## src/logic/xm_pkg.sv

```systemverilog
package xm_pkg;

    typedef logic [7:0]  byte_t;                // one byte on the cpu bus
    typedef logic [15:0] word_t;                // register or vram data word
    typedef logic [15:0] addr_t;                // vram word address

    // register numbers on the 4-bit bus address
    // 0, 1, 8 and 10..15 are unused and read as zero
    typedef enum logic [3:0] {
        XM_RD_INCR  = 4'h2,                     // vram read increment
        XM_RD_ADDR  = 4'h3,                     // vram read address, odd byte starts a read
        XM_WR_INCR  = 4'h4,                     // vram write increment
        XM_WR_ADDR  = 4'h5,                     // vram write address
        XM_DATA     = 4'h6,                     // vram data port
        XM_DATA_2   = 4'h7,                     // same port, second number for word moves
        XM_TIMER    = 4'h9                      // tenth-ms timer, read only
    } reg_num_t;

endpackage
```

## src/logic/xm_regs_if.sv

```systemverilog
`default_nettype none
`timescale 1ns/1ps

interface xm_regs_if import xm_pkg::*; ();

    word_t rd_incr;                             // read increment
    addr_t rd_addr;                             // next read address
    word_t wr_incr;                             // write increment
    addr_t wr_addr;                             // next write address
    word_t rd_data;                             // last word read from vram

    modport src (output rd_incr, rd_addr, wr_incr, wr_addr, rd_data);
    modport dst (input  rd_incr, rd_addr, wr_incr, wr_addr, rd_data);

endinterface

`default_nettype wire

```

## src/logic/bus_event_if.sv

```systemverilog
`default_nettype none
`timescale 1ns/1ps

interface bus_event_if import xm_pkg::*; ();

    logic     write_strobe;                     // one cycle per cpu write
    logic     read_strobe;                      // one cycle per cpu read
    reg_num_t reg_num;                          // synchronised register number
    logic     bytesel;                          // 0 even (high) byte, 1 odd (low) byte
    byte_t    data;                             // byte captured with the strobe

    modport src (output write_strobe, read_strobe, reg_num, bytesel, data);
    modport dst (input  write_strobe, read_strobe, reg_num, bytesel, data);

endinterface

`default_nettype wire

```

## src/logic/reg_interface.sv

```systemverilog
`default_nettype none
`timescale 1ns/1ps

module reg_interface import xm_pkg::*; #(
    parameter int CLK_HZ = 100000               // passed to the timer
) (
    input  logic     clk,
    input  logic     reset_i,
    input  logic     bus_cs_n_i,                // cpu select, active low
    input  logic     bus_rd_nwr_i,              // 1 read, 0 write
    input  reg_num_t bus_reg_num_i,
    input  logic     bus_bytesel_i,             // 0 even, 1 odd
    input  byte_t    bus_data_i,
    output byte_t    bus_data_o,
    output logic     vram_sel_o,
    output logic     vram_wr_o,
    output addr_t    vram_addr_o,
    output word_t    vram_data_o,
    input  word_t    vram_data_i,
    input  logic     vram_ack_i
);

    word_t timer;                               // timer to readback

    bus_event_if ev ();                         // sync to consumers
    xm_regs_if   regs ();                       // register state to readback

    bus_sync u_bus_sync (
        .clk           (clk),
        .reset_i       (reset_i),
        .bus_cs_n_i    (bus_cs_n_i),
        .bus_rd_nwr_i  (bus_rd_nwr_i),
        .bus_bytesel_i (bus_bytesel_i),
        .bus_reg_num_i (bus_reg_num_i),
        .bus_data_i    (bus_data_i),
        .ev            (ev.src)
    );

    vram_access u_vram_access (
        .clk         (clk),
        .reset_i     (reset_i),
        .ev          (ev.dst),
        .regs        (regs.src),
        .vram_sel_o  (vram_sel_o),
        .vram_wr_o   (vram_wr_o),
        .vram_addr_o (vram_addr_o),
        .vram_data_o (vram_data_o),
        .vram_data_i (vram_data_i),
        .vram_ack_i  (vram_ack_i)
    );

    readback_mux u_readback_mux (
        .ev         (ev.dst),
        .regs       (regs.dst),
        .timer_i    (timer),
        .bus_data_o (bus_data_o)
    );

    tenth_ms_timer #(
        .CLK_HZ (CLK_HZ)
    ) u_timer (
        .clk     (clk),
        .reset_i (reset_i),
        .timer_o (timer)
    );

endmodule

`default_nettype wire

```

## src/logic/tenth_ms_timer.sv

```systemverilog
`default_nettype none
`timescale 1ns/1ps

module tenth_ms_timer import xm_pkg::*; #(
    parameter int CLK_HZ = 100000               // clock frequency
) (
    input  logic  clk,
    input  logic  reset_i,
    output word_t timer_o                       // counts tenths of a millisecond
);

    localparam int TICK_CYCLES = CLK_HZ / 10000;                       // cycles per tick
    localparam int PRE_W       = (TICK_CYCLES > 1) ? $clog2(TICK_CYCLES) : 1;

    logic [PRE_W-1:0] prescale;

    always_ff @(posedge clk) begin
        if (reset_i) begin
            prescale <= '0;
            timer_o  <= '0;
        end else if (prescale == PRE_W'(TICK_CYCLES - 1)) begin
            prescale <= '0;                     // wrap
            timer_o  <= timer_o + 1'b1;         // rolls over freely
        end else begin
            prescale <= prescale + 1'b1;
        end
    end

endmodule

`default_nettype wire

```

## src/logic/readback_mux.sv

```systemverilog
`default_nettype none
`timescale 1ns/1ps

module readback_mux import xm_pkg::*; (
    bus_event_if.dst  ev,
    xm_regs_if.dst    regs,
    input  word_t     timer_i,                  // free-running timer value
    output byte_t     bus_data_o                // byte put on the bus
);

    word_t sel_word;                            // register picked by number

    always_comb begin
        case (ev.reg_num)
            XM_RD_INCR:         sel_word = regs.rd_incr;
            XM_RD_ADDR:         sel_word = regs.rd_addr;
            XM_WR_INCR:         sel_word = regs.wr_incr;
            XM_WR_ADDR:         sel_word = regs.wr_addr;
            XM_DATA, XM_DATA_2: sel_word = regs.rd_data;   // pre-read word
            XM_TIMER:           sel_word = timer_i;
            default:            sel_word = '0;             // unused numbers
        endcase
    end

    // even byte is the high half
    assign bus_data_o = ev.bytesel ? sel_word[7:0] : sel_word[15:8];

endmodule

`default_nettype wire

```

## src/logic/vram_access.sv

```systemverilog
`default_nettype none
`timescale 1ns/1ps

module vram_access import xm_pkg::*; (
    input  logic      clk,
    input  logic      reset_i,
    bus_event_if.dst  ev,
    xm_regs_if.src    regs,
    output logic      vram_sel_o,               // request held until ack
    output logic      vram_wr_o,                // 1 write, 0 read
    output addr_t     vram_addr_o,
    output word_t     vram_data_o,
    input  word_t     vram_data_i,              // valid with ack
    input  logic      vram_ack_i
);

    word_t rd_incr;
    addr_t rd_addr;
    word_t wr_incr;
    addr_t wr_addr;
    word_t rd_data;                             // word shown through DATA
    byte_t data_even;                           // high byte waiting for the odd write
    logic  vram_rd;                             // pending request is a read
    logic  even_wr;
    logic  odd_wr;
    logic  odd_rd;

    assign even_wr = ev.write_strobe && !ev.bytesel;
    assign odd_wr  = ev.write_strobe && ev.bytesel;   // odd byte triggers actions
    assign odd_rd  = ev.read_strobe && ev.bytesel;

    always_ff @(posedge clk) begin
        if (reset_i) begin
            vram_sel_o <= 1'b0;
            vram_wr_o  <= 1'b0;
            vram_rd    <= 1'b0;
            rd_incr    <= '0;
            rd_addr    <= '0;
            wr_incr    <= '0;
            wr_addr    <= '0;
            rd_data    <= '0;
        end else begin
            if (vram_sel_o && vram_ack_i) begin
                if (vram_rd) begin
                    rd_data <= vram_data_i;             // keep word for readback
                    rd_addr <= rd_addr + rd_incr;       // post-increment
                end
                if (vram_wr_o) begin
                    wr_addr <= wr_addr + wr_incr;
                end
                vram_sel_o <= 1'b0;                     // drop select next edge
                vram_wr_o  <= 1'b0;
                vram_rd    <= 1'b0;
            end

            if (even_wr) begin
                case (ev.reg_num)
                    XM_RD_INCR: rd_incr[15:8] <= ev.data;
                    XM_RD_ADDR: rd_addr[15:8] <= ev.data;
                    XM_WR_INCR: wr_incr[15:8] <= ev.data;
                    XM_WR_ADDR: wr_addr[15:8] <= ev.data;
                    default: ;                          // DATA latch below, rest ignored
                endcase
            end

            if (odd_wr) begin
                case (ev.reg_num)
                    XM_RD_INCR: rd_incr[7:0] <= ev.data;
                    XM_RD_ADDR: begin
                        rd_addr[7:0] <= ev.data;
                        vram_addr_o  <= {rd_addr[15:8], ev.data};  // read at new address
                        vram_sel_o   <= 1'b1;
                        vram_rd      <= 1'b1;
                    end
                    XM_WR_INCR: wr_incr[7:0] <= ev.data;
                    XM_WR_ADDR: wr_addr[7:0] <= ev.data;
                    XM_DATA, XM_DATA_2: begin
                        vram_addr_o <= wr_addr;
                        vram_data_o <= {data_even, ev.data};       // even byte is high
                        vram_sel_o  <= 1'b1;
                        vram_wr_o   <= 1'b1;
                    end
                    default: ;
                endcase
            end

            // odd DATA read fetches the next word ahead of time
            if (odd_rd && (ev.reg_num == XM_DATA || ev.reg_num == XM_DATA_2)) begin
                vram_addr_o <= rd_addr;
                vram_sel_o  <= 1'b1;
                vram_rd     <= 1'b1;
            end
        end
    end

    always_ff @(posedge clk) begin
        if (even_wr && (ev.reg_num == XM_DATA || ev.reg_num == XM_DATA_2)) begin
            data_even <= ev.data;                       // payload, no reset
        end
    end

    assign regs.rd_incr = rd_incr;
    assign regs.rd_addr = rd_addr;
    assign regs.wr_incr = wr_incr;
    assign regs.wr_addr = wr_addr;
    assign regs.rd_data = rd_data;

endmodule

`default_nettype wire

```

## src/logic/bus_sync.sv

```systemverilog
`default_nettype none
`timescale 1ns/1ps

module bus_sync import xm_pkg::*; (
    input  logic      clk,
    input  logic      reset_i,
    input  logic      bus_cs_n_i,               // async select, active low
    input  logic      bus_rd_nwr_i,             // 1 read, 0 write
    input  logic      bus_bytesel_i,            // 0 even byte, 1 odd byte
    input  reg_num_t  bus_reg_num_i,            // async register number
    input  byte_t     bus_data_i,               // async write data
    bus_event_if.src  ev
);

    logic [1:0] cs_n_ff;                        // [1] is the synchronised select
    logic [1:0] rd_nwr_ff;
    logic [1:0] bytesel_ff;
    reg_num_t   reg_num_meta;
    reg_num_t   reg_num_sync;
    byte_t      data_meta;
    byte_t      data_sync;
    byte_t      data_q;                         // byte held for the strobe
    logic       cs_n_last;                      // previous synchronised select
    logic       cs_fall;
    logic       write_strobe;
    logic       read_strobe;

    assign cs_fall = cs_n_last && !cs_n_ff[1];  // select first seen low

    always_ff @(posedge clk) begin
        if (reset_i) begin
            cs_n_ff      <= 2'b11;              // bus idle
            cs_n_last    <= 1'b1;
            rd_nwr_ff    <= 2'b00;
            bytesel_ff   <= 2'b00;
            reg_num_meta <= reg_num_t'(4'h0);
            reg_num_sync <= reg_num_t'(4'h0);
            write_strobe <= 1'b0;
            read_strobe  <= 1'b0;
        end else begin
            cs_n_ff      <= {cs_n_ff[0], bus_cs_n_i};
            rd_nwr_ff    <= {rd_nwr_ff[0], bus_rd_nwr_i};
            bytesel_ff   <= {bytesel_ff[0], bus_bytesel_i};
            reg_num_meta <= bus_reg_num_i;
            reg_num_sync <= reg_num_meta;
            cs_n_last    <= cs_n_ff[1];
            write_strobe <= cs_fall && !rd_nwr_ff[1];   // one pulse per select
            read_strobe  <= cs_fall && rd_nwr_ff[1];
        end
    end

    always_ff @(posedge clk) begin
        data_meta <= bus_data_i;                // data path, no reset
        data_sync <= data_meta;
        if (cs_fall) begin
            data_q <= data_sync;                // lines up with the strobe
        end
    end

    assign ev.write_strobe = write_strobe;
    assign ev.read_strobe  = read_strobe;
    assign ev.reg_num      = reg_num_sync;      // follows the bus continuously
    assign ev.bytesel      = bytesel_ff[1];
    assign ev.data         = data_q;

endmodule

`default_nettype wire

```

## config.mk

```make
export PLATFORM = sky130hd
export DESIGN_NAME = reg_interface
export DESIGN_NICKNAME = d
export VERILOG_FILES = /design/src/logic/xm_pkg.sv /design/src/logic/xm_regs_if.sv /design/src/logic/bus_event_if.sv /design/src/logic/reg_interface.sv /design/src/logic/tenth_ms_timer.sv /design/src/logic/readback_mux.sv /design/src/logic/vram_access.sv /design/src/logic/bus_sync.sv
export SDC_FILE = /design/constraint.sdc
export NUM_CORES = 1
export LEC_CHECK = 0
export BUFFER_PORTS_ARGS = -buffer_cell sky130_fd_sc_hd__buf_2
export CAP_MARGIN = 40
export CORE_ASPECT_RATIO = 0.5
export CORE_MARGIN = 2
export CORE_UTILIZATION = 40
export DETAILED_ROUTE_END_ITERATION = 12
export PLACE_DENSITY = 0.65
export SLEW_MARGIN = 0
export SYNTH_ARGS = -nofsm -noshare
export SYNTH_HDL_FRONTEND = slang
export SYNTH_SLANG_ARGS = --single-unit
```

## constraint.sdc

```tcl
create_clock -name clk -period 3.2 [get_ports clk]
set_clock_uncertainty 0.15 [all_clocks]
set_input_delay 0 -clock clk [delete_from_list [all_inputs] [get_ports clk]]
set_output_delay 0 -clock clk [all_outputs]
set_load 0.03 [all_outputs]
```

======== Yosys cells after proc, flatten, opt, wreduce, memory -nomap -nowiden ========
Cells that the tools add are included.
word-level totals
  register bits after elaboration ......... 184
  input port bits ......................... 34
  output and inout port bits .............. 42
  logic and storage cells ................. 92
cells by class
  add/subtract/negate cells ............... 4
  equality and inequality tests ........... 8
  muxes and demuxes ....................... 28
  bitwise operators ....................... 1
  reductions and logical operators ........ 25
operators by type and width
  cell                                                                   number
  16-bit two-way mux                                                     6
  16-bit case mux with 6 select lines                                    1
  8-bit two-way mux                                                      9
  16-bit adder                                                           2
  16-bit case mux with 2 select lines                                    1
  16-bit by 1-bit adder with 16-bit output, second input constant        1
  4-bit by 3-bit equality test with 1-bit output, second input constant  4
  1-bit two-way mux                                                      11
  2-bit AND reduction                                                    5
  1-bit logical AND                                                      9
  4-bit by 2-bit equality test with 1-bit output, second input constant  2
  4-bit equality test, second input constant                             2
  3-bit AND reduction                                                    2
  4-bit by 1-bit adder with 4-bit output, second input constant          1
  2-bit OR reduction                                                     2
  1-bit logical NOT                                                      3
  3-bit nonzero test                                                     1
  3-bit OR reduction                                                     1
  2-bit nonzero test                                                     1
  1-bit logical OR                                                       1
  1-bit inverter                                                         1

======== Depth between registers and ports, before layout ========
Gate-level depths: netlist of the first run.
  word-level depth ........................ 5
  mapped depth ............................ 9
  mapped depth without buffers ............ 8

======== Modules after synthesis ========
Synthesis of the first run repeated with hierarchy kept, for this count alone.
second synthesis, totals
  cell total of the unflattened synthesis .. 962
  area total of the unflattened synthesis .. 9196.3 µm²
by module, submodules not included
  module          instances  cells an instance  area each (µm²)  seq. area each (µm²)
  vram_access     1          662                6217.2           2862.7
  bus_sync        1          60                 1044.8           900.9
  readback_mux    1          139                985.9            0.0
  tenth_ms_timer  1          101                948.4            400.4

======== Least setup slack after synthesis of the first run ========
No wires, ideal clock.
  kind .................................... reg-to-reg
  start ................................... register u_bus_sync.reg_num_sync[3], in the netlist u_bus_sync.ev.reg_num[3]
  end ..................................... register u_vram_access.vram_data_o[0] (enable)
  setup time .............................. 0.412 ns
  arrival time ............................ 2.123 ns
  data required time ...................... 2.638 ns
  path slack .............................. 0.516 ns
  stages on the path, launching flop included .. 5
  path buffers ............................ 1
  clock period less this slack ............ 2.684 ns
  path through ............................ dfxtp_1 -> nand2b_2 -> or2_1 -> clkbuf_1 -> nor3_1
between the ends
  word-level cells in the longest chain between the ends .. 3
  elaborated cells between the ends (all ways) .. 4
  those cells by class .................... eq/ne: 2; reduce/logical: 2
RTL lines
  what                                            line               source
  from (decl)                                     bus_sync.sv:19     reg_num_t reg_num_sync;
  from (signal assigned)                          bus_sync.sv:37     reg_num_sync <= reg_num_t'(4'h0);
  from (signal assigned)                          bus_sync.sv:45     reg_num_sync <= reg_num_meta;
  4-bit by 3-bit equality test with 1-bit output  vram_access.sv:67  case (ev.reg_num)
  2-bit OR reduction (*)                          vram_access.sv:67
  3-bit AND reduction (no line) (*)               -
  to (signal assigned)                            vram_access.sv:79  vram_data_o <= {data_even, ev.data};
  to (decl)                                       vram_access.sv:12  output word_t vram_data_o,
Mark *: on every way between the ends. The rest lies on a longest branch, timed or not.
A chain may end at the register's enable or synchronous reset.

======== Worst setup path after layout of the first run ========
  start ................................... register u_bus_sync.reg_num_sync[3], in the netlist u_bus_sync.ev.reg_num[3]
  end ..................................... output bus_data_o[3]
between the ends
  word-level cells in the longest chain between the ends .. 4
  elaborated cells between the ends (all ways) .. 10
  those cells by class .................... eq/ne: 7; mux: 2; reduce/logical: 1
RTL lines
  what                                            line                 source
  4-bit by 3-bit equality test with 1-bit output  readback_mux.sv:14   case (ev.reg_num)
  2-bit OR reduction                              readback_mux.sv:14
  16-bit case mux with 6 select lines (*)         readback_mux.sv:14
  8-bit two-way mux (*)                           readback_mux.sv:26   assign bus_data_o = ev.bytesel ? sel_word[7:0] : sel_word[15:8];
  to (decl)                                       reg_interface.sv:14  output byte_t bus_data_o,
Marks and branches as above.

==> summary.log, run 1 <==
[yosys] dominant combinational cell family by area after synthesis simple AND/OR/NAND/NOR gates
[power_and_ir_drop] areal power density over the cells 451 nW/um2
[finish] footprint of the multi-input gates 4350 um2
[cts] clock-pin slew on the worst setup and hold paths 70 ps
[yosys] complex-gate fraction of the synthesized area 17.9%
[detailed_routing] total routed wire length on the met1 layer 11,800 um
[place] final estimated routing congestion in global placement 0.886
[detailed_routing] number of design-rule violations left by the first detailed-router iteration 833
[cts] CTS tree yes
[yosys] top post-synthesis cells by area sky130_fd_sc_hd__dfxtp_1 (31%), sky130_fd_sc_hd__edfxtp_1 (16%), sky130_fd_sc_hd__nand2_1 (7.6%), sky130_fd_sc_hd__a21oi_1 (4.9%), sky130_fd_sc_hd__ha_1 (4.7%)
[cts] number of gates resized after CTS 0
[finish] Net count, final 1,103
[worst_setup_path] CP Launch Point u_bus_sync.ev.reg_num[3]
[detailed_routing] via total after detailed routing 7,521
[cts] clock tree root buffer cell sky130_fd_sc_hd__clkbuf_16
[finish] combined flip-flop and latch cell area 4160 um2
[yosys] portion of netlist area occupied by mux cells 2.72%
[worst_setup_path] largest driver fanout on the critical path 20
[sta] final critical-path required period 2710 ps
[global_route] gr usage total 21.8%
[yosys] parity-gate share of the synthesized area counting xor and xnor cells 3.67%
[cts] level count of the clock H-tree 4
[cts] total clock buffers created by CTS 17
[sta] Max Slew Vio Count 0
[die] vertical extent of the die 109 um
[finish] # fillers 2,038
[place] standard cell area after detailed placement 9450 um2
[sta] relative slew slack 44.1%
[worst_setup_path] Critical Path End Type output port
[yosys] Mapped Cells 950
[die] area of the core 21,700 um2
[power_and_ir_drop] Int Power 3.55 mW
[yosys] share of the synthesized area in the top cell type 30.8%
[sta] Setup-failing EPs final 0
[power_and_ir_drop] Comb power frac 3.4%
[die] top-level I/O count 76
[finish] post-route standard cell area excluding fillers 10,400 um2
[yosys] area fraction in and, or, nand and nor cells after synthesis 19.7%
[yosys] cell area after synthesis 8830 um2
[sta] setup_tns 0 ps
[flow_run] max-cap viol count 0
[detailed_routing] met2 routed WL 10,500 um
[power_and_ir_drop] leak pwr 3.90 nW
[worst_setup_path] Req. time, crit path 3050 ps
[finish] Area growth syn-to-layout 17.4%
[power_and_ir_drop] part of the power in the clock network 44.6%
[power_and_ir_drop] net switching power 1.12 mW
[yosys] Adder-Cell Fraction of Synth Area 5.13%
[global_route] global-route wire length before repair 39,000 um
[yosys] distinct cell type count after synthesis 78
[yosys] Yosys warning count 0
[global_route] largest net degree at the start of global routing 56
[detailed_routing] final routed wirelength across all metal layers 24,700 um
[detailed_routing] met3 WL post-DR 1990 um
[yosys] primary flip-flop cell chosen by synthesis mapping sky130_fd_sc_hd__dfxtp_1
[cts] clock latency of the later-clocked register in the worst-skew pair 440 ps
[power_and_ir_drop] Sequential Power Share 52.0%
[sta] setup repair after global routing missed its margin false
[finish] diodes inserted 0
[place] post-detail-place hpwl 17,500 um
[sta] actual transition at the worst max-transition pin 831 ps
[yosys] Syn Area/Cell 9.30 um2
[yosys] Post-synth ARST share 0%
[global_route] GRT overflow 0
[detailed_routing] routed via count divided by cell count 5.58
[detailed_routing] remaining design rule violation count 0
[sta] hold violation count in the final report 0
[detailed_routing] remaining antenna violation count after routing 0
[finish] final cell count without fillers 1,347
[yosys] EDFF count, synth 48
[die] area of the die 23,400 um2
[detailed_routing] routed len/inst 18.4 um
[global_route] initial antenna violation count 0
[place] # port buffers 75
[die] width of the die 214 um
[status] run status finished, final reports clean
[yosys] largest area contributor in the netlist sky130_fd_sc_hd__dfxtp_1
[power_and_ir_drop] switching share of power 24.0%
[sta] period utilization 84.6%
[die] row count 38
[cts] number of sinks driven by the clock tree 184
[yosys] #FFs+latches synth 184
[finish] ratio of cells with drive above 1 in the final layout 15.7%
[power_and_ir_drop] IR Drop Worst-Case VDD 371 uV
[sta] Fmax achieved 369 MHz
[min_path] startpoint of the most critical hold path bus_data_i[0]
[detailed_routing] DR top layer met4
[worst_setup_path] critical path launch point type flip-flop
[yosys] sequential-to-total area share from yosys stat 47.2%
[place] instance count after placement with tap cells included 1,282
[worst_setup_path] worst reg2reg startpoint u_vram_access.regs.rd_addr[0]
[cts] maximum buffer depth of the clock tree 2
[worst_setup_path] data arrival time of the critical path 2560 ps
[detailed_routing] first-pass iteration count of the detailed router 6
[yosys] total nets after synthesis 1,019
[min_path] Hold/Removal Path Class in2reg
[die] starting density of the core 40.7%
[global_route] vias in the first global route 7,023
[worst_setup_path] class of the most critical setup path reg2out
==> final cells by class <==
cell class,count,area share (%)
Multi-Input combinational cell,693,42.0
Tap cell,300,3.62
Clock inverter,13,1.27
Sequential cell,184,40.2
Clock buffer,19,4.37
Inverter,12,0.435
Timing Repair Buffer,126,8.14
==> cell usage in the layout (no fill, tap or decap), types with 5 or more instances in the layout <==
cell type                       instances
sky130_fd_sc_hd__a21oi_1               86
sky130_fd_sc_hd__nand2_1              178
sky130_fd_sc_hd__mux2_2                 8
sky130_fd_sc_hd__o211ai_1               8
sky130_fd_sc_hd__a222oi_1              16
sky130_fd_sc_hd__a221oi_1               8
sky130_fd_sc_hd__inv_8                  5
sky130_fd_sc_hd__nand3_1               40
sky130_fd_sc_hd__a21o_1                 5
sky130_fd_sc_hd__a31oi_1               16
sky130_fd_sc_hd__a311oi_1              11
sky130_fd_sc_hd__nor2b_1               15
sky130_fd_sc_hd__buf_2                 74
sky130_fd_sc_hd__buf_4                 19
sky130_fd_sc_hd__xor2_1                15
sky130_fd_sc_hd__nor2_1                50
sky130_fd_sc_hd__and4_1                 6
sky130_fd_sc_hd__edfxtp_1              48
sky130_fd_sc_hd__dlygate4sd3_1         33
sky130_fd_sc_hd__and3_1                11
sky130_fd_sc_hd__o21ai_0               29
sky130_fd_sc_hd__mux2i_1               15
sky130_fd_sc_hd__o21ai_1                9
sky130_fd_sc_hd__a211oi_1               9
sky130_fd_sc_hd__xnor2_1               22
sky130_fd_sc_hd__ha_1                  33
sky130_fd_sc_hd__clkbuf_16             17
sky130_fd_sc_hd__dfxtp_1              136
sky130_fd_sc_hd__nor3_1                 8
sky130_fd_sc_hd__inv_1                 11
sky130_fd_sc_hd__nand4_1               14
==> worst max-delay path: stages, from the launching register on <==
cell and delay, ps:
sky130_fd_sc_hd__dfxtp_1 410, sky130_fd_sc_hd__nand2b_2 190, sky130_fd_sc_hd__nor2_1 50, sky130_fd_sc_hd__buf_4 210, sky130_fd_sc_hd__a222oi_1 550, sky130_fd_sc_hd__nand4_1 170, sky130_fd_sc_hd__a21oi_1 270, sky130_fd_sc_hd__a31oi_1 60
sky130_fd_sc_hd__buf_2 210
==> final timing paths <==
path | endpoint | slack, ps | depth (start not counted)
max | bus_data_o[3] | 490 | 8
min | u_bus_sync.data_meta[0] | 40 | 2
min reg2reg | u_bus_sync.data_sync[1] | 180 | 0
max reg2reg | u_vram_access.regs.rd_addr[10] | 680 | 8
==> cell families (layout without fill, tap and decap cells) <==
logic type,count (synthesis),count (layout)
simple gates,362,362
compound gates,236,236
flops,184,184
buf+inv,73,170
xor+xnor,37,37
fa+ha+maj,35,35
mux,23,23
==> Yosys cell counts (all sizes together), types with 4 or more instances <==
| master | number |
|---|---|
| nand3b | 4 |
| a21oi | 90 |
| inv | 12 |
| ha | 33 |
| nand2b | 4 |
| or3 | 4 |
| a21o | 5 |
| a31oi | 16 |
| a22o | 4 |
| nand3 | 41 |
| o21bai | 4 |
| o211ai | 10 |
| a222oi | 16 |
| nand2 | 180 |
| edfxtp | 48 |
| a311oi | 11 |
| clkbuf | 35 |
| xor2 | 15 |
| and3 | 11 |
| mux2i | 15 |
| nor2b | 15 |
| nor3b | 4 |
| or2 | 6 |
| nor2 | 50 |
| o21ai | 39 |
| a211oi | 10 |
| buf | 26 |
| a221oi | 8 |
| mux2 | 8 |
| nand4 | 15 |
| xnor2 | 22 |
| and2 | 4 |
| nor3 | 11 |
| and4 | 6 |
| dfxtp | 136 |
==> sequential cells by signal (all words and copies together) (netlist names), 16 cells and up <==
| register | count |
|---|---|
| u_vram_access.vram_addr_o | 16 |
| u_vram_access.regs.rd_data | 16 |
| u_timer.timer_o | 16 |
| u_vram_access.regs.wr_addr | 16 |
| u_vram_access.regs.rd_addr | 16 |
| u_vram_access.vram_data_o | 16 |
| u_vram_access.regs.rd_incr | 16 |
| u_vram_access.regs.wr_incr | 16 |
==> per-stage QoR <==
step	power, mW	worst slack, ps	utilization [%]	hold WS, ps
final	4.67	493	47.8	44.7
after global routing	4.83	266	47.8	33.4
after CTS	4.71	526	47.8	20.9
after detailed placement	2.61	735	43.6	-46.4
after global placement	2.61	806	43.6	-47.8
after floorplan	2.55	516	-	-122
==> layer usage <==
metal  track usage [%]  vias up
met1              31.5     3601
met2              33.0      282
met5                 0        -
li1                  -     3610
met3              4.27       28
met4              6.65        0
==> timing repair <==
item | in CTS | in global routing
buffers inserted | 0 | 0
hold endpoints to repair | 53 | 0
hold buffers | 33 | 0
==> power groups by stage <==
stage | clock, mW | combinational [mW] | sequential, mW
detailed placement | 0 | 0.127 | 2.49
global placement | 0 | 0.125 | 2.48
finish | 2.08 | 0.159 | 2.43
global route | 2.22 | 0.173 | 2.44
floorplan | 0 | 0.0842 | 2.47
CTS | 2.12 | 0.158 | 2.43
Note: power is estimated with default switching activity, not from simulation.
==> run 2: changes to the inputs <==
PLACE_DENSITY = 0.67   (was 0.65)
clock period = 2.45 ns   (was 3.2 ns; I/O delays follow)
==> run 2 against run 1 <==
  * The run now ends with setup timing left
  * First-iteration DRC count grew 0.72%
  * Flip-flop and latch count stayed put
  * Die area stayed put
  * Sequential share of layout area is 1.1 points lower
  * Register-to-register slack got worse by 540 ps
  * Count of clock-buffer cells in the layout increased by 1
  * Non-clock buffer count rose by 21
  * Final cell count rose by 1.6%
  * Largest cell class unchanged
  * Critical path type unchanged
  * Clock power is 31% higher
  * Setup slack lost 560 ps
  * Cell area up 3.1%
  * Critical path depth unchanged
==> summary.log, run 2 (synthesized netlist as in run 1, its figures left out) <==
[detailed_routing] remaining antenna violation count after routing 0 [unchanged]
[status] run status complete, but fails checks
[finish] # fillers 2,000 [-1.9%]
[sta] hold violation count in the final report 0 [unchanged]
[sta] setup repair after global routing missed its margin true
[sta] Max Slew Vio Count 0 [unchanged]
[sta] final worst slack -66.2 ps [-559 ps]
[min_path] terminating pin of the worst hold path u_bus_sync.data_meta[0]
[global_route] busiest layer in global routing met2
[global_route] GR met3 Demand/Resource 5.66% [+1.4 points]
[status] failing checks setup timing
[power_and_ir_drop] Pwr Total 6.14 mW [+31%]
[die] starting density of the core 40.7% [unchanged]
[finish] Net count, final 1,124 [+1.9%]
[die] top-level I/O count 76 [unchanged]
[worst_setup_path] setup slack, reg-to-reg 140 ps [-540 ps]
[finish] ratio of cells with drive above 1 in the final layout 19.5% [+3.8 points]
[place] # port buffers 75 [unchanged]
[die] area of the die 23,400 um2 [unchanged]
[worst_setup_path] path depth of the worst reg2reg path 8 [unchanged]
[sta] relative slew slack 50.2% [+6.1 points]
[finish] highest-count cells in the layout ignoring fill and taps sky130_fd_sc_hd__nand2_1 (178), sky130_fd_sc_hd__dfxtp_1 (130), sky130_fd_sc_hd__a21oi_1 (78)
[finish] combined flip-flop and latch cell area 4180 um2 [+0.30%]
[cts] clock latency of the later-clocked register in the worst-skew pair 440 ps [about the same]
[global_route] global-route wire length before repair 38,400 um [-1.5%]
[cts] clock tree root buffer cell sky130_fd_sc_hd__clkbuf_16
[detailed_routing] routed via count divided by cell count 5.63 [+0.81%]
[global_route] GRT overflow 0 [unchanged]
[min_path] Hold/Removal Path Class in2reg
[detailed_routing] via total after detailed routing 7,700 [+2.4%]
[detailed_routing] remaining design rule violation count 0 [unchanged]
[min_path] startpoint of the most critical hold path bus_data_i[0]
[sta] period utilization 103%
[global_route] vias in the first global route 7,069 [+0.65%]
[finish] diodes inserted 0 [unchanged]
[min_path] Hold Path Cell Cnt 2 [unchanged]
[die] vertical extent of the die 109 um [unchanged]
[detailed_routing] final routed wirelength across all metal layers 25,100 um [+1.5%]
[cts] CTS tree yes
[worst_setup_path] largest driver fanout on the critical path 6 [-70%]
[sta] Fmax achieved 397 MHz
[finish] footprint of the multi-input gates 4430 um2 [+1.8%]
[worst_setup_path] worst reg2reg startpoint u_vram_access.regs.rd_incr[0]
[worst_setup_path] Req. time, crit path 2300 ps [-750 ps]
[worst_setup_path] data arrival time of the critical path 2370 ps [-190 ps]
[power_and_ir_drop] areal power density over the cells 575 nW/um2 [+27%]
[power_and_ir_drop] IR Drop Worst-Case VDD 494 uV [+33%]
[sta] final critical-path required period 2520 ps
[finish] most common cell after layout, fill and taps aside sky130_fd_sc_hd__nand2_1
[worst_setup_path] Critical Path End Type output port
[global_route] met2 capacity usage during global routing 32.9% [-0.046 points]
[cts] total clock buffers created by CTS 17 [unchanged]
[worst_setup_path] class of the most critical setup path reg2out
[sta] actual transition at the worst max-transition pin 746 ps [-85.2 ps]
[global_route] gr usage total 21.3% [-0.48 points]
[sta] setup_tns -183 ps [-183 ps]
[cts] number of sinks driven by the clock tree 184 [unchanged]
[worst_setup_path] endpoint of the most critical register-to-register path u_vram_access.regs.rd_addr[10]
[cts] maximum buffer depth of the clock tree 2 [unchanged]
[detailed_routing] routed len/inst 18.4 um [about the same]
[power_and_ir_drop] leak pwr 4.00 nW [+2.7%]
[die] area of the core 21,700 um2 [unchanged]
[cts] level count of the clock H-tree 4 [unchanged]
[finish] Area growth syn-to-layout 21.0%
[die] width of the die 214 um [unchanged]
[detailed_routing] first-pass iteration count of the detailed router 6 [unchanged]
[global_route] largest net degree at the start of global routing 54 [-3.6%]
[cts] clock-pin slew on the worst setup and hold paths 70 ps [about the same]
[flow_run] max-cap viol count 0 [unchanged]
[place] post-detail-place hpwl 17,400 um [-0.47%]
[die] row count 38 [unchanged]
[sta] Setup-failing EPs final 5 [+5]
[global_route] initial antenna violation count 0 [unchanged]
[detailed_routing] number of design-rule violations left by the first detailed-router iteration 839 [+0.72%]
[global_route] global routing usage on met1 29.4% [-2.1 points]
[place] final estimated routing congestion in global placement 0.923 [+4.1%]
[worst_setup_path] critical path launch point type flip-flop
[worst_setup_path] CP Launch Point u_bus_sync.ev.reg_num[3]
==> run 2: cell count changes in the layout (fill, tap and decap cells not counted), sizes merged <==
cell      previous run  this run
buf                 93       113
inv                 20        17
clkbuf              19        21
bufinv               0         1
clkinvlp             2         3
==> run 2: worst max path at each step <==
stage	endpoint	cells past startpoint	slack [ps]
after floorplan	u_vram_access.vram_addr_o[0]	5	100
after global placement	u_vram_access.regs.rd_addr[10]	8	90
after detailed placement	u_vram_access.regs.rd_addr[10]	8	10
after CTS	u_vram_access.regs.rd_addr[10]	8	10
after global routing	bus_data_o[3]	8	-150
final	bus_data_o[2]	8	-70
==> run 2: area by class of cell <==
cell class / instances / share of cell area, %
clock inverters: 12 / 1.07
inverters: 12 / 0.422
clock buffers: 20 / 4.38
repair buffers: 147 / 10.1
well taps: 300 / 3.51
multi-input cells: 693 / 41.5
flip-flops and latches: 184 / 39.1
==> run 2: stage by stage <==
step	utilization, %	std cells	hold slack, ps	setup slack, ps	area [um2]
after floorplan	-	950	-122	98.7	8840
after global placement	43.9	1289	-46.3	91.7	9520
after detailed placement	43.9	1289	-46.4	12.7	9520
after CTS	48.4	1357	26.2	14.0	10500
after global routing	49.3	1368	52.6	-149	10700
final	49.3	1368	50.1	-66.2	10700
==> run 2: what timing repair did <==
action,4_1_cts,5_1_grt
cloned,0,1
pin swaps,10,15
hold buffers,33,0
endpoints found under the setup margin,8,18
buffers inserted,3,10
hold endpoints to repair,57,0
gates resized for setup,17,32
==> run 2: where the power goes <==
group / leakage (nW) / internal [mW] / switching, mW
Clock: 0.279 / 1.50 / 1.23
Sequential: 1.54 / 3.14 / 0.0382
Combinational: 2.18 / 0.108 / 0.122
==> run 2: layer usage <==
layer	vias to the layer above	share of wire, %
met5	-	0
met4	0	1.9
met3	29	9.5
met2	348	43
met1	3662	45
li1	3661	-
==> run 2: critical path: stages, from the launching register on <==
cell and delay [ps]:
sky130_fd_sc_hd__dfxtp_4 360, sky130_fd_sc_hd__nor4bb_2 170, sky130_fd_sc_hd__buf_4 170, sky130_fd_sc_hd__buf_6 130, sky130_fd_sc_hd__a222oi_1 460, sky130_fd_sc_hd__nand4_1 190
sky130_fd_sc_hd__a21oi_2 190, sky130_fd_sc_hd__a31oi_2 70, sky130_fd_sc_hd__buf_6 190
==> run 3: changes to the inputs <==
RECOVER_POWER = 100   (was default)
==> run 3 against run 2 <==
  * The run still ends with setup timing left
  * Global-route usage did not move
  * Hold slack improved by 0.65 ps
  * Die area did not move
  * Core utilization fell by 0.24 points
  * Combinational power barely moved
  * Sequential share of layout area rose by 0.19 points
  * Count of clock-buffer cells in the layout did not move
  * Register-to-register slack barely moved
  * Critical endpoint unchanged
==> summary.log, run 3 (synthesized netlist as in run 1, its figures left out) <==
[status] run status complete, but fails checks
[status] failing checks setup timing
[global_route] global-route wire length before repair 38,400 um [unchanged]
[worst_setup_path] Req. time, crit path 2300 ps [about the same]
[finish] most common cell after layout, fill and taps aside sky130_fd_sc_hd__nand2_1
[worst_setup_path] class of the most critical setup path reg2out
[min_path] startpoint of the most critical hold path bus_data_i[1]
[cts] maximum buffer depth of the clock tree 2 [unchanged]
[sta] period utilization 105% [+2.2 points]
[detailed_routing] number of design-rule violations left by the first detailed-router iteration 918 [+9.4%]
[worst_setup_path] worst reg2reg startpoint u_vram_access.regs.rd_incr[0]
[sta] final critical-path required period 2570 ps [+53.4 ps]
[detailed_routing] via total after detailed routing 7,694 [-0.078%]
[cts] level count of the clock H-tree 4 [unchanged]
[power_and_ir_drop] net switching power 1.39 mW [+0.16%]
[worst_setup_path] largest driver fanout on the critical path 6 [unchanged]
[sta] Max Slew Vio Count 0 [unchanged]
[cts] number of sinks driven by the clock tree 184 [unchanged]
[global_route] largest net degree at the start of global routing 54 [unchanged]
[detailed_routing] final routed wirelength across all metal layers 25,100 um [about the same]
[sta] final worst slack -120 ps [-53.4 ps]
[finish] Area growth syn-to-layout 20.4%
[die] width of the die 214 um [unchanged]
[die] top-level I/O count 76 [unchanged]
[finish] post-route standard cell area excluding fillers 10,600 um2 [-0.49%]
[cts] clock-pin slew on the worst setup and hold paths 60 ps [about the same]
[worst_setup_path] CP Launch Point u_bus_sync.ev.reg_num[3]
[flow_run] max-cap viol count 0 [unchanged]
[global_route] gr usage total 21.3% [unchanged]
[cts] clock latency of the later-clocked register in the worst-skew pair 440 ps [about the same]
[die] area of the core 21,700 um2 [unchanged]
[detailed_routing] first-pass iteration count of the detailed router 6 [unchanged]
[global_route] vias in the first global route 7,069 [unchanged]
[global_route] GRT overflow 0 [unchanged]
[sta] relative slew slack 33.5% [-17 points]
[die] row count 38 [unchanged]
[die] starting density of the core 40.7% [unchanged]
[sta] setup repair after global routing missed its margin true
[cts] clock tree root buffer cell sky130_fd_sc_hd__clkbuf_16
[cts] total clock buffers created by CTS 17 [unchanged]
[sta] setup_tns -195 ps [-11.8 ps]
[sta] Fmax achieved 389 MHz [-2.1%]
[place] # port buffers 75 [unchanged]
[min_path] Hold/Removal Path Class in2reg
[detailed_routing] remaining antenna violation count after routing 0 [unchanged]
[worst_setup_path] critical path launch point type flip-flop
[power_and_ir_drop] Pwr Total 6.14 mW [about the same]
[worst_setup_path] Critical Path End Type output port
[power_and_ir_drop] Int Power 4.75 mW [about the same]
[global_route] initial antenna violation count 0 [unchanged]
[power_and_ir_drop] areal power density over the cells 578 nW/um2 [+0.50%]
[sta] hold violation count in the final report 0 [unchanged]
[sta] actual transition at the worst max-transition pin 998 ps [+251 ps]
[finish] ratio of cells with drive above 1 in the final layout 16.1% [-3.4 points]
[power_and_ir_drop] part of the power in the clock network 44.5% [about the same]
[worst_setup_path] data arrival time of the critical path 2420 ps [+50 ps]
[place] standard cell area after detailed placement 9520 um2 [unchanged]
[detailed_routing] routed via count divided by cell count 5.62 [about the same]
[place] final estimated routing congestion in global placement 0.923 [unchanged]
[finish] Net count, final 1,124 [unchanged]
[finish] core occupancy in the finished layout 49.0% [-0.24 points]
[cts] CTS tree yes
[die] vertical extent of the die 109 um [unchanged]
[sta] hold slack 50.7 ps [+0.653 ps]
[power_and_ir_drop] IR Drop Worst-Case VDD 495 uV [+0.35%]
[sta] Setup-failing EPs final 5 [unchanged]
[power_and_ir_drop] switching share of power 22.7% [+0.035 points]
[finish] # fillers 2,017 [+0.85%]
[die] area of the die 23,400 um2 [unchanged]
[finish] highest-count cells in the layout ignoring fill and taps sky130_fd_sc_hd__nand2_1 (178), sky130_fd_sc_hd__dfxtp_1 (130), sky130_fd_sc_hd__a21oi_1 (78)
[power_and_ir_drop] leak pwr 3.90 nW [-2.6%]
[finish] diodes inserted 0 [unchanged]
[detailed_routing] routed len/inst 18.4 um [about the same]
[power_and_ir_drop] Comb power frac 3.7% [about the same]
[detailed_routing] remaining design rule violation count 0 [unchanged]
[place] post-detail-place hpwl 17,400 um [unchanged]
[power_and_ir_drop] Sequential Power Share 51.7% [about the same]
==> run 3: final cells by class <==
cell class / instances / area (um2) / area share, %
Inverter: 12 / 45.0 / 0.424
Timing Repair Buffer: 147 / 1020 / 9.63
Multi-Input combinational cell: 693 / 4430 / 41.7
Tap cell: 300 / 375 / 3.53
Sequential cell: 184 / 4180 / 39.3
Clock inverter: 12 / 114 / 1.07
Clock buffer: 20 / 468 / 4.40
==> run 3: critical path, cell delays in order, from the launching register on <==
cell and delay, ps:
sky130_fd_sc_hd__dfxtp_4 360, sky130_fd_sc_hd__nor4bb_2 170, sky130_fd_sc_hd__buf_4 170, sky130_fd_sc_hd__buf_6 130, sky130_fd_sc_hd__a222oi_1 510, sky130_fd_sc_hd__nand4_1 190, sky130_fd_sc_hd__a21oi_2 200, sky130_fd_sc_hd__a31oi_2 70
sky130_fd_sc_hd__buf_6 180
==> run 3: path summary, 6_finish.rpt <==
kind | end | cells past startpoint | slack [ps]
setup reg to reg | u_vram_access.regs.rd_addr[10] | 8 | 150
setup / recovery | bus_data_o[2] | 8 | -120
hold / removal | u_bus_sync.data_meta[1] | 2 | 50
hold reg to reg | u_bus_sync.data_sync[0] | 0 | 180
==> run 3: metrics by stage <==
step | std cells | worst slack, ps
after global placement | 1289 | 91.7
after CTS | 1357 | 14.0
after global routing | 1368 | -149
final | 1368 | -120
after floorplan | 950 | 98.7
after detailed placement | 1289 | 12.7
==> run 3: repair_timing <==
action / CTS / global route
setup buffers: 3 / 10
resized for setup: 17 / 32
setup endpoints to repair: 8 / 18
cloned: 0 / 1
pin swaps: 10 / 15
hold endpoints to repair: 57 / 0
hold buffers: 33 / 0
==> run 3: per-layer routing <==
metal	track usage (%)	wire length (um)	up-vias	part of all wire [%]
li1	-	-	3667	-
met1	29.4	11500	3650	46
met2	32.9	10800	337	43
met3	5.66	2310	40	9.2
met4	6.50	519	0	2.1
met5	0	0	-	0
==> run 3: power by group through the flow <==
stage | clock [mW] | sequential, mW | combinational [mW]
floorplan | 0 | 3.22 | 0.110
global route | 2.89 | 3.18 | 0.246
detailed placement | 0 | 3.25 | 0.167
finish | 2.74 | 3.18 | 0.228
global placement | 0 | 3.24 | 0.163
CTS | 2.78 | 3.18 | 0.214
